$ cat src/logic/hudPkg.sv
package hudPkg;

  typedef logic [1:0] livesT;  // remaining lives, 0 to 3

  // one scan position with its timing flags
  typedef struct packed {
    logic [8:0] x;          // column
    logic [8:0] y;          // row 0 to 261
    logic       active;     // inside 320 x 240
    logic       hsync;
    logic       vsync;
    logic       frameStart; // only at (0, 0)
  } scanPosT;

  typedef struct packed {
    logic [8:0]  x;
    logic [8:0]  y;
    logic        active;
    logic        hsync;
    logic        vsync;
    logic [11:0] rgb;       // 4 bits per channel
  } pixelOutT;

  localparam int heartRows = 21;  // square sprite so rows equal columns

  typedef logic [heartRows-1:0] heartLineT;  // bit c lights column c

  localparam heartLineT heartWholeMask [heartRows] = '{
    21'b000000000010000000000,  // tip of the top point
    21'b000000000111000000000,
    21'b000000001111100000000,
    21'b000000011111110000000,
    21'b000000111111111000000,
    21'b000001111111111100000,
    21'b000011111111111110000,
    21'b000111111111111111000,
    21'b001111111111111111100,
    21'b011111111111111111110,
    21'b011111111111111111110,
    21'b111111111111111111111,  // widest band
    21'b111111111111111111111,
    21'b111111111111111111111,
    21'b111111111111111111111,
    21'b111111111111111111111,
    21'b011111111111111111110,
    21'b011111111111111111110,
    21'b001111111101111111100,  // lobes start to split
    21'b000111111000111111000,
    21'b000001110000011100000
  };

  // same outline with a zigzag gap down rows 9 to 18
  localparam heartLineT heartCrackMask [heartRows] = '{
    21'b000000000010000000000,
    21'b000000000111000000000,
    21'b000000001111100000000,
    21'b000000011111110000000,
    21'b000000111111111000000,
    21'b000001111111111100000,
    21'b000011111111111110000,
    21'b000111111111111111000,
    21'b001111111111111111100,
    21'b011111111011111111110,  // gap at 11
    21'b011111111001111111110,
    21'b111111111101111111111,
    21'b111111111100111111111,
    21'b111111111110011111111,  // crack leans furthest at 8-9
    21'b111111111100111111111,
    21'b111111111001111111111,
    21'b011111110011111111110,
    21'b011111111001111111110,
    21'b001111111100111111100,
    21'b000111111000111111000,
    21'b000001110000011100000
  };

endpackage
$ cat src/logic/heartHud.sv
`timescale 1ns/100ps

module heartHud #(
  parameter int hActive     = 320,
  parameter int hTotal      = 400,
  parameter int vActive     = 240,
  parameter int vTotal      = 262,
  parameter int heartCol    = 260,
  parameter int heartRow    = 200,
  parameter int heartGap    = 30,
  parameter int flashFrames = 4
) (
  input  logic             clk,
  input  logic             nrst,
  input  logic             hit,
  input  logic             restart,
  output hudPkg::pixelOutT pixel,
  output hudPkg::livesT    lives,
  output logic             gameOver
);

  hudPkg::scanPosT scanPos;
  logic            hitTaken;    // pulse at the frame a hit lands
  logic            heartPixel;  // one cycle behind scanPos

  rasterScan #(
    .hActive(hActive),
    .hTotal (hTotal),
    .vActive(vActive),
    .vTotal (vTotal)
  ) scan (
    .clk    (clk),
    .nrst   (nrst),
    .scanPos(scanPos)
  );

  livesTracker tracker (
    .clk     (clk),
    .nrst    (nrst),
    .hit     (hit),
    .restart (restart),
    .scanPos (scanPos),
    .lives   (lives),
    .hitTaken(hitTaken),
    .gameOver(gameOver)
  );

  heartRenderer #(
    .heartCol(heartCol),
    .heartRow(heartRow),
    .heartGap(heartGap)
  ) render (
    .clk       (clk),
    .nrst      (nrst),
    .scanPos   (scanPos),
    .lives     (lives),
    .heartPixel(heartPixel)
  );

  hudCompose #(
    .hActive    (hActive),
    .hTotal     (hTotal),
    .vActive    (vActive),
    .vTotal     (vTotal),
    .flashFrames(flashFrames)
  ) compose (
    .clk       (clk),
    .nrst      (nrst),
    .scanPos   (scanPos),
    .heartPixel(heartPixel),
    .hitTaken  (hitTaken),
    .pixel     (pixel)
  );

endmodule

$ cat src/logic/hudCompose.sv
`timescale 1ns/100ps

module hudCompose #(
  parameter int hActive     = 320,
  parameter int hTotal      = 400,
  parameter int vActive     = 240,
  parameter int vTotal      = 262,
  parameter int flashFrames = 4
) (
  input  logic             clk,
  input  logic             nrst,
  input  hudPkg::scanPosT  scanPos,
  input  logic             heartPixel,
  input  logic             hitTaken,
  output hudPkg::pixelOutT pixel
);

  localparam int flashW = $clog2(flashFrames + 1);

  localparam logic [11:0] black    = 12'h000;
  localparam logic [11:0] heartRed = 12'hF00;
  localparam logic [11:0] normalBg = 12'h003;  // dark blue
  localparam logic [11:0] flashBg  = 12'h300;  // dark red after a hit

  hudPkg::scanPosT   posD;     // lines up with heartPixel
  logic [flashW-1:0] flashCnt; // frames of tint left
  logic [11:0]       rgbNext;

  always_ff @(posedge clk) begin
    posD <= scanPos;
  end

  // hitTaken and the countdown both land on the blank last pixel
  always_ff @(posedge clk) begin
    if (!nrst) begin
      flashCnt <= '0;
    end else if (hitTaken) begin
      flashCnt <= flashW'(flashFrames);
    end else if (scanPos.frameStart && (flashCnt != '0)) begin
      flashCnt <= flashCnt - 1'b1;
    end
  end

  always_comb begin
    if (!posD.active) begin
      rgbNext = black;
    end else if (heartPixel) begin
      rgbNext = heartRed;
    end else if (flashCnt != '0) begin
      rgbNext = flashBg;
    end else begin
      rgbNext = normalBg;
    end
  end

  always_ff @(posedge clk) begin
    if (!nrst) begin
      pixel <= '0;
    end else begin
      pixel.x      <= posD.x;
      pixel.y      <= posD.y;
      pixel.active <= posD.active;
      pixel.hsync  <= posD.hsync;
      pixel.vsync  <= posD.vsync;
      pixel.rgb    <= rgbNext;
    end
  end

  // nothing is painted outside the active window of the scan
  blankOutside: assert property (@(posedge clk) disable iff (!nrst)
    (!pixel.active || pixel.x >= 9'(hActive) || pixel.y >= 9'(vActive))
      |-> (pixel.rgb == black))
    else $error("rgb %h painted at blank position (%0d, %0d)", pixel.rgb, pixel.x, pixel.y);

  // flash countdown must run while the delayed stage is on the last pixel
  frameAlign: assert property (@(posedge clk) disable iff (!nrst)
    (scanPos.frameStart && $past(nrst))
      |-> (posD.x == 9'(hTotal - 1)) && (posD.y == 9'(vTotal - 1)))
    else $error("delayed position out of step with frame start");

endmodule

$ cat src/logic/heartRenderer.sv
`timescale 1ns/100ps

module heartRenderer #(
  parameter int heartCol = 260,
  parameter int heartRow = 200,
  parameter int heartGap = 30
) (
  input  logic            clk,
  input  logic            nrst,
  input  hudPkg::scanPosT scanPos,
  input  hudPkg::livesT   lives,
  output logic            heartPixel
);

  localparam int numHearts = 3;

  logic [numHearts-1:0] onHeart;  // position lit by heart k
  logic                 heartDetect;

  // heart 0 sits lowest, each next one heartGap rows higher
  for (genvar k = 0; k < numHearts; k++) begin : gHeart
    localparam int topRow = heartRow - k * heartGap;

    logic [9:0]        dx;       // column offset into the sprite
    logic [9:0]        dy;       // row offset into the sprite
    logic              inBox;
    logic              cracked;
    hudPkg::heartLineT maskLine;

    // left of or above the box wraps to a large value
    assign dx = {1'b0, scanPos.x} - 10'(heartCol);
    assign dy = {1'b0, scanPos.y} - 10'(topRow);

    assign inBox = (dx < 10'(hudPkg::heartRows)) && (dy < 10'(hudPkg::heartRows));

    // lost lives crack hearts from the top down
    assign cracked = (2'(k) >= lives);

    always_comb begin
      if (!inBox) begin
        maskLine = '0;
      end else if (cracked) begin
        maskLine = hudPkg::heartCrackMask[dy[4:0]];
      end else begin
        maskLine = hudPkg::heartWholeMask[dy[4:0]];
      end
    end

    assign onHeart[k] = inBox & maskLine[dx[4:0]];  // column index only valid in the box
  end

  assign heartDetect = |onHeart;  // boxes never overlap

  always_ff @(posedge clk) begin
    if (!nrst) begin
      heartPixel <= 1'b0;
    end else begin
      heartPixel <= heartDetect;  // one cycle behind scanPos
    end
  end

endmodule

$ cat src/logic/livesTracker.sv
`timescale 1ns/100ps

module livesTracker (
  input  logic            clk,
  input  logic            nrst,
  input  logic            hit,
  input  logic            restart,
  input  hudPkg::scanPosT scanPos,
  output hudPkg::livesT   lives,
  output logic            hitTaken,
  output logic            gameOver
);

  localparam hudPkg::livesT fullLives = 2'd3;

  logic hitPend;      // hit seen during this frame
  logic restartPend;
  logic hitNow;       // pending or arriving this cycle
  logic restartNow;

  assign hitNow     = hitPend | hit;
  assign restartNow = restartPend | restart;

  // restart wins, and a hit at zero lives is swallowed
  assign hitTaken = scanPos.frameStart & hitNow & ~restartNow & (lives != 2'd0);
  assign gameOver = (lives == 2'd0);

  always_ff @(posedge clk) begin
    if (!nrst) begin
      lives       <= fullLives;
      hitPend     <= 1'b0;
      restartPend <= 1'b0;
    end else if (scanPos.frameStart) begin
      hitPend     <= 1'b0;  // consumed at the frame boundary
      restartPend <= 1'b0;
      if (restartNow) begin
        lives <= fullLives;
      end else if (hitTaken) begin
        lives <= lives - 2'd1;
      end
    end else begin
      hitPend     <= hitNow;
      restartPend <= restartNow;
    end
  end

  // a taken hit only ever lands on scan position (0, 0)
  hitAtFrame: assert property (@(posedge clk) disable iff (!nrst)
    hitTaken |-> (scanPos.x == '0) && (scanPos.y == '0))
    else $error("hitTaken away from scan position (0, 0)");

endmodule

$ cat src/logic/rasterScan.sv
`timescale 1ns/100ps

module rasterScan #(
  parameter int hActive = 320,
  parameter int hTotal  = 400,
  parameter int vActive = 240,
  parameter int vTotal  = 262
) (
  input  logic            clk,
  input  logic            nrst,
  output hudPkg::scanPosT scanPos
);

  localparam int hSyncStart = hActive + 16;  // column 336
  localparam int hSyncEnd   = hSyncStart + 32;  // first column past the pulse
  localparam int vSyncStart = vActive + 4;   // row 244
  localparam int vSyncEnd   = vSyncStart + 2;

  logic [8:0] col;
  logic [8:0] row;
  logic       lineEnd;   // last column of a line
  logic       frameEnd;  // last row of a frame

  assign lineEnd  = (col == 9'(hTotal - 1));
  assign frameEnd = (row == 9'(vTotal - 1));

  always_ff @(posedge clk) begin
    if (!nrst) begin
      col <= '0;
      row <= '0;
    end else if (lineEnd) begin
      col <= '0;
      if (frameEnd) begin
        row <= '0;
      end else begin
        row <= row + 9'd1;
      end
    end else begin
      col <= col + 9'd1;
    end
  end

  // flags follow straight from the counters
  always_comb begin
    scanPos.x          = col;
    scanPos.y          = row;
    scanPos.active     = (col < 9'(hActive)) && (row < 9'(vActive));
    scanPos.hsync      = (col >= 9'(hSyncStart)) && (col < 9'(hSyncEnd));
    scanPos.vsync      = (row >= 9'(vSyncStart)) && (row < 9'(vSyncEnd));
    scanPos.frameStart = (col == '0) && (row == '0);
  end

  scanInRange: assert property (@(posedge clk) disable iff (!nrst)
    (col < 9'(hTotal)) && (row < 9'(vTotal)))
    else $error("scan position left the %0d x %0d raster", hTotal, vTotal);

endmodule

$ cat config.mk
export PLATFORM = sky130hd
export DESIGN_NAME = heartHud
export DESIGN_NICKNAME = d
export VERILOG_FILES = /design/src/logic/hudPkg.sv /design/src/logic/heartHud.sv /design/src/logic/hudCompose.sv /design/src/logic/heartRenderer.sv /design/src/logic/livesTracker.sv /design/src/logic/rasterScan.sv
export SDC_FILE = /design/constraint.sdc
export NUM_CORES = 1
export LEC_CHECK = 0
export ABC_AREA = 1
export BUFFER_PORTS_ARGS = -buffer_cell sky130_fd_sc_hd__clkbuf_2
export CAP_MARGIN = 5
export CORE_ASPECT_RATIO = 0.6
export CORE_MARGIN = 5
export CORE_UTILIZATION = 55
export DETAILED_ROUTE_END_ITERATION = 16
export PLACE_DENSITY = 0.73
export REMOVE_ABC_BUFFERS = 1
export SKIP_CTS_REPAIR_TIMING = 1
export SLEW_MARGIN = 30
export SYNTH_ARGS = -nofsm -noshare
export SYNTH_HDL_FRONTEND = slang
export SYNTH_SLANG_ARGS = --single-unit
$ cat constraint.sdc
create_clock -name clk -period 3.2 [get_ports clk]
set_clock_uncertainty 0.05 [all_clocks]
set_input_delay 0.96 -clock clk [delete_from_list [all_inputs] [get_ports clk]]
set_output_delay 0.96 -clock clk [all_outputs]
set_load 0.01 [all_outputs]
==> summary.txt <==
Clocking
  • Clock transition at the registers of the reported paths: 60 ps
  • Total CTS buffers: 9
  • H-tree levels: 3
  • CTS tree: done
  • Root buffer cell: clkbuf_16
  • CTS sink cnt: 71
  • CTS Buffer Depth: 2
  • Clk_lat worst skew: ~340 ps

Synth
  • Synth top area share: 0.294
  • Area contributors post-synth: dfxtp_1, nand2_1, ha_1
  • Seq/Total Area, Yosys: 0.294
  • Synth cell count leaders: nand2_1, inv_1, nor2_1, dfxtp_1, nand3_1
  • Yosys warns: 0
  • Synth unique cells: 45
  • Synth Flop Type: dfxtp_1
  • Synth Cell Area: 4830 sq um
  • Syn Area/Cell: 6.53 sq um
  • Synth area leader: dfxtp_1
  • Async S/R FF share, synth: 0
  • Most common cell in the netlist: nand2_1
  • Mapped Cells: between 700 and 800
  • EDFF count, synth: 0
  • #FFs+latches synth: 71

Timing
  • Setup-failing EPs final: 0
  • Final period util: 0.907
  • Post-layout min period: between 2000 and 3000 ps
  • Slew margin rel.: 0.664
  • Tightest Pin Transition: 503 ps
  • Maximum clock rate: 345 MHz
  • Setup TNS: 0 ps
  • RSZ-0062 raised after global routing: no
  • Slew Viols, Final: 0
  • Final Hold Viols: 0

Routing
  • Vias: 4910
  • DR vias/cell: approximately 5.5
  • Number of nets with antenna violations after routing: 0
  • DRC Markers: 0
  • DRT iter0 DRCs: 546
  • Drt first pass iters: 6
  • Drt wl/cell: approximately 15 microns
  • Final WL: around 13000 microns

Pwr
  • Internal power: 0.00173 W
  • Worst VDD drop: about 270 uV
  • Psw: 0.000637 W
  • Leak: 2.86 nW
  • Power per cell area: approximately 440 nW/um^2
  • Comb pwr share: 0.133
  • Power share of the clock group: 0.465
  • Flop pwr share: 0.402
  • Switching share of power: 0.270

Die
  • IO Pins: 40
  • Core area: 8560 sq um
  • Die area: between 10000 and 15000 sq um
  • Chip Height: 82.6 microns
  • Row Count: 26
  • Die W: 131 microns
  • Initial core utilization: 0.565

Placed design
  • DP Cell Count: 872
  • Placed inst area: just over 5000 sq um
  • Port bufs: 33
  • Global placer's final weighted congestion: 0.971
  • DP HPWL: 10300 microns

Critical path
  • Cell mode on critical path: nand2_1
  • Critical path type: register to register
  • Crit path launch type: register
  • Crit-path cells: inv_1 > ha_1 > ha_1 > inv_1 > nor2_1 > inv_1 > o21ai_1 > o21bai_2 > nand2_1 > nand3_1 > nand3_1 > nand2_1 > nand2_1 > nand2_1 > nor2_1 > nor2_1
  • Crit path arrival time: about 3000 ps
  • Required time worst endpoint: approximately 3400 ps
  • Crit-path max FO: 10
  • Slowest-stage cell, CP: dfxtp_1
  • CP peak stage delay: 530 ps
  • Crit end category: register

Layout
  • Area growth from synthesis to final layout: 11.7%
  • Post-Layout Inst Area: 5400 sq um
  • Layout fillers: 755
  • Layout cells sized above 1: 0.130
  • NumNets Final: roughly 800
  • Finished Layout Cells: slightly below 900
  • Ant. Diodes: 0
  • Final standard cell utilization of the core: 0.631

Global route
  • M1 GR Usage: 0.381
  • Global Route met2 Usage: 0.362
  • GR peak layer: met1
  • Initial antenna violation count: 0
  • Total grt overflow: 0
  • First-pass GRT wire length: 22000 microns
  • Grt met3 use: 0.0668
  • GRT Total Usage: 0.261
  • Vias in the first global route: between 4000 and 5000
  • Largest net degree at the start of global routing: 25

Run status
  • Status: finished clean

Flow run
  • Max-cap viol count: 0

Worst hold path
  • Hold Crit Class: register to register
[cells in the final DEF, fill, tap and decap left out, types with 4 or more instances in the layout]
master and instances:
o21ai_2 4, o211ai_1 4, nor2_1 74, inv_2 9
dfxtp_1 71, clkbuf_2 33, nand2_2 5, buf_4 12
nand2_1 205, inv_1 101, ha_1 39, conb_1 6
nor3_1 13, nand4_1 14, a21oi_1 37, o21ai_0 30
clkbuf_16 9, nand3_1 51, o21ai_1 9
[flip-flops by register name (all words and copies together) (netlist names)]
register / cells
compose.pixel: 24
scan.row: 9
tracker.hitPend: 1
tracker.restartPend: 1
render.heartPixel: 1
compose.posD: 21
scan.col: 9
compose.flashCnt: 3
tracker.lives: 2
[routing by layer]
layer  up-vias  routed length, microns  share of wire
met5         -                       0              0
li1       2398                       -              -
met2       252                    5150           0.38
met1      2225                    6490           0.48
met4         0                     341          0.025
met3        35                    1460           0.11
[per-stage QoR]
step                      hold WS (ps)  setup WS, ps  total power [W]
after floorplan                    318           462          0.00117
after global placement             342           593          0.00126
after detailed placement           344           417          0.00128
after CTS                          353           403          0.00237
after global routing               371          62.7          0.00246
final                              361           298          0.00236
[path summary, 6_finish.rpt]
check / cells past startpoint / from / slack (ps) / end
max reg2reg: 16 / scan.row[1] / 300 / render.heartPixel
max: 16 / scan.row[1] / 300 / render.heartPixel
min: 2 / compose.posD[10] / 360 / compose.pixel[21]
min reg2reg: 2 / compose.posD[10] / 360 / compose.pixel[21]
[power by group through the flow]
stage / combinational [W] / sequential [W] / clock (W)
after global placement: 0.000298 / 0.000966 / 0
after detailed placement: 0.000308 / 0.000970 / 0
after global routing: 0.000357 / 0.000953 / 0.00115
after floorplan: 0.000180 / 0.000988 / 0
final: 0.000314 / 0.000950 / 0.00110
after CTS: 0.000311 / 0.000951 / 0.00111
[layout make-up]
cell class              count  area [sq um]  area share
clock buffers               9           225      0.0417
inverters                 112           420      0.0779
multi-input cells         532          2830       0.525
well taps                 112           140      0.0260
repair buffers             45           255      0.0473
clock inverters             7           103      0.0190
flip-flops and latches     71          1420       0.263
[cell families (layout without fill, tap and decap cells)]
family,count (synthesis),after routing,share of synthesized area
xor+xnor,4,4,0.00725
fa+ha+maj,39,39,0.101
buf+inv,142,173,0.124
simple gates,385,385,0.359
flops,71,71,0.294
other cells,1,6,0.000776
compound gates,98,98,0.114
[critical path, delay by kind of cell (launching register included)]
kind                     cells  cell delay (ps)
AND/OR/NAND/NOR              9              740
AO/OA/AOI/OAI                2              340
buffers and inverters        3              460
adder cells (fa/ha/maj)      2              660
flip-flops                   1              530
No activity file was read; power rests on OpenSTA's default activity.
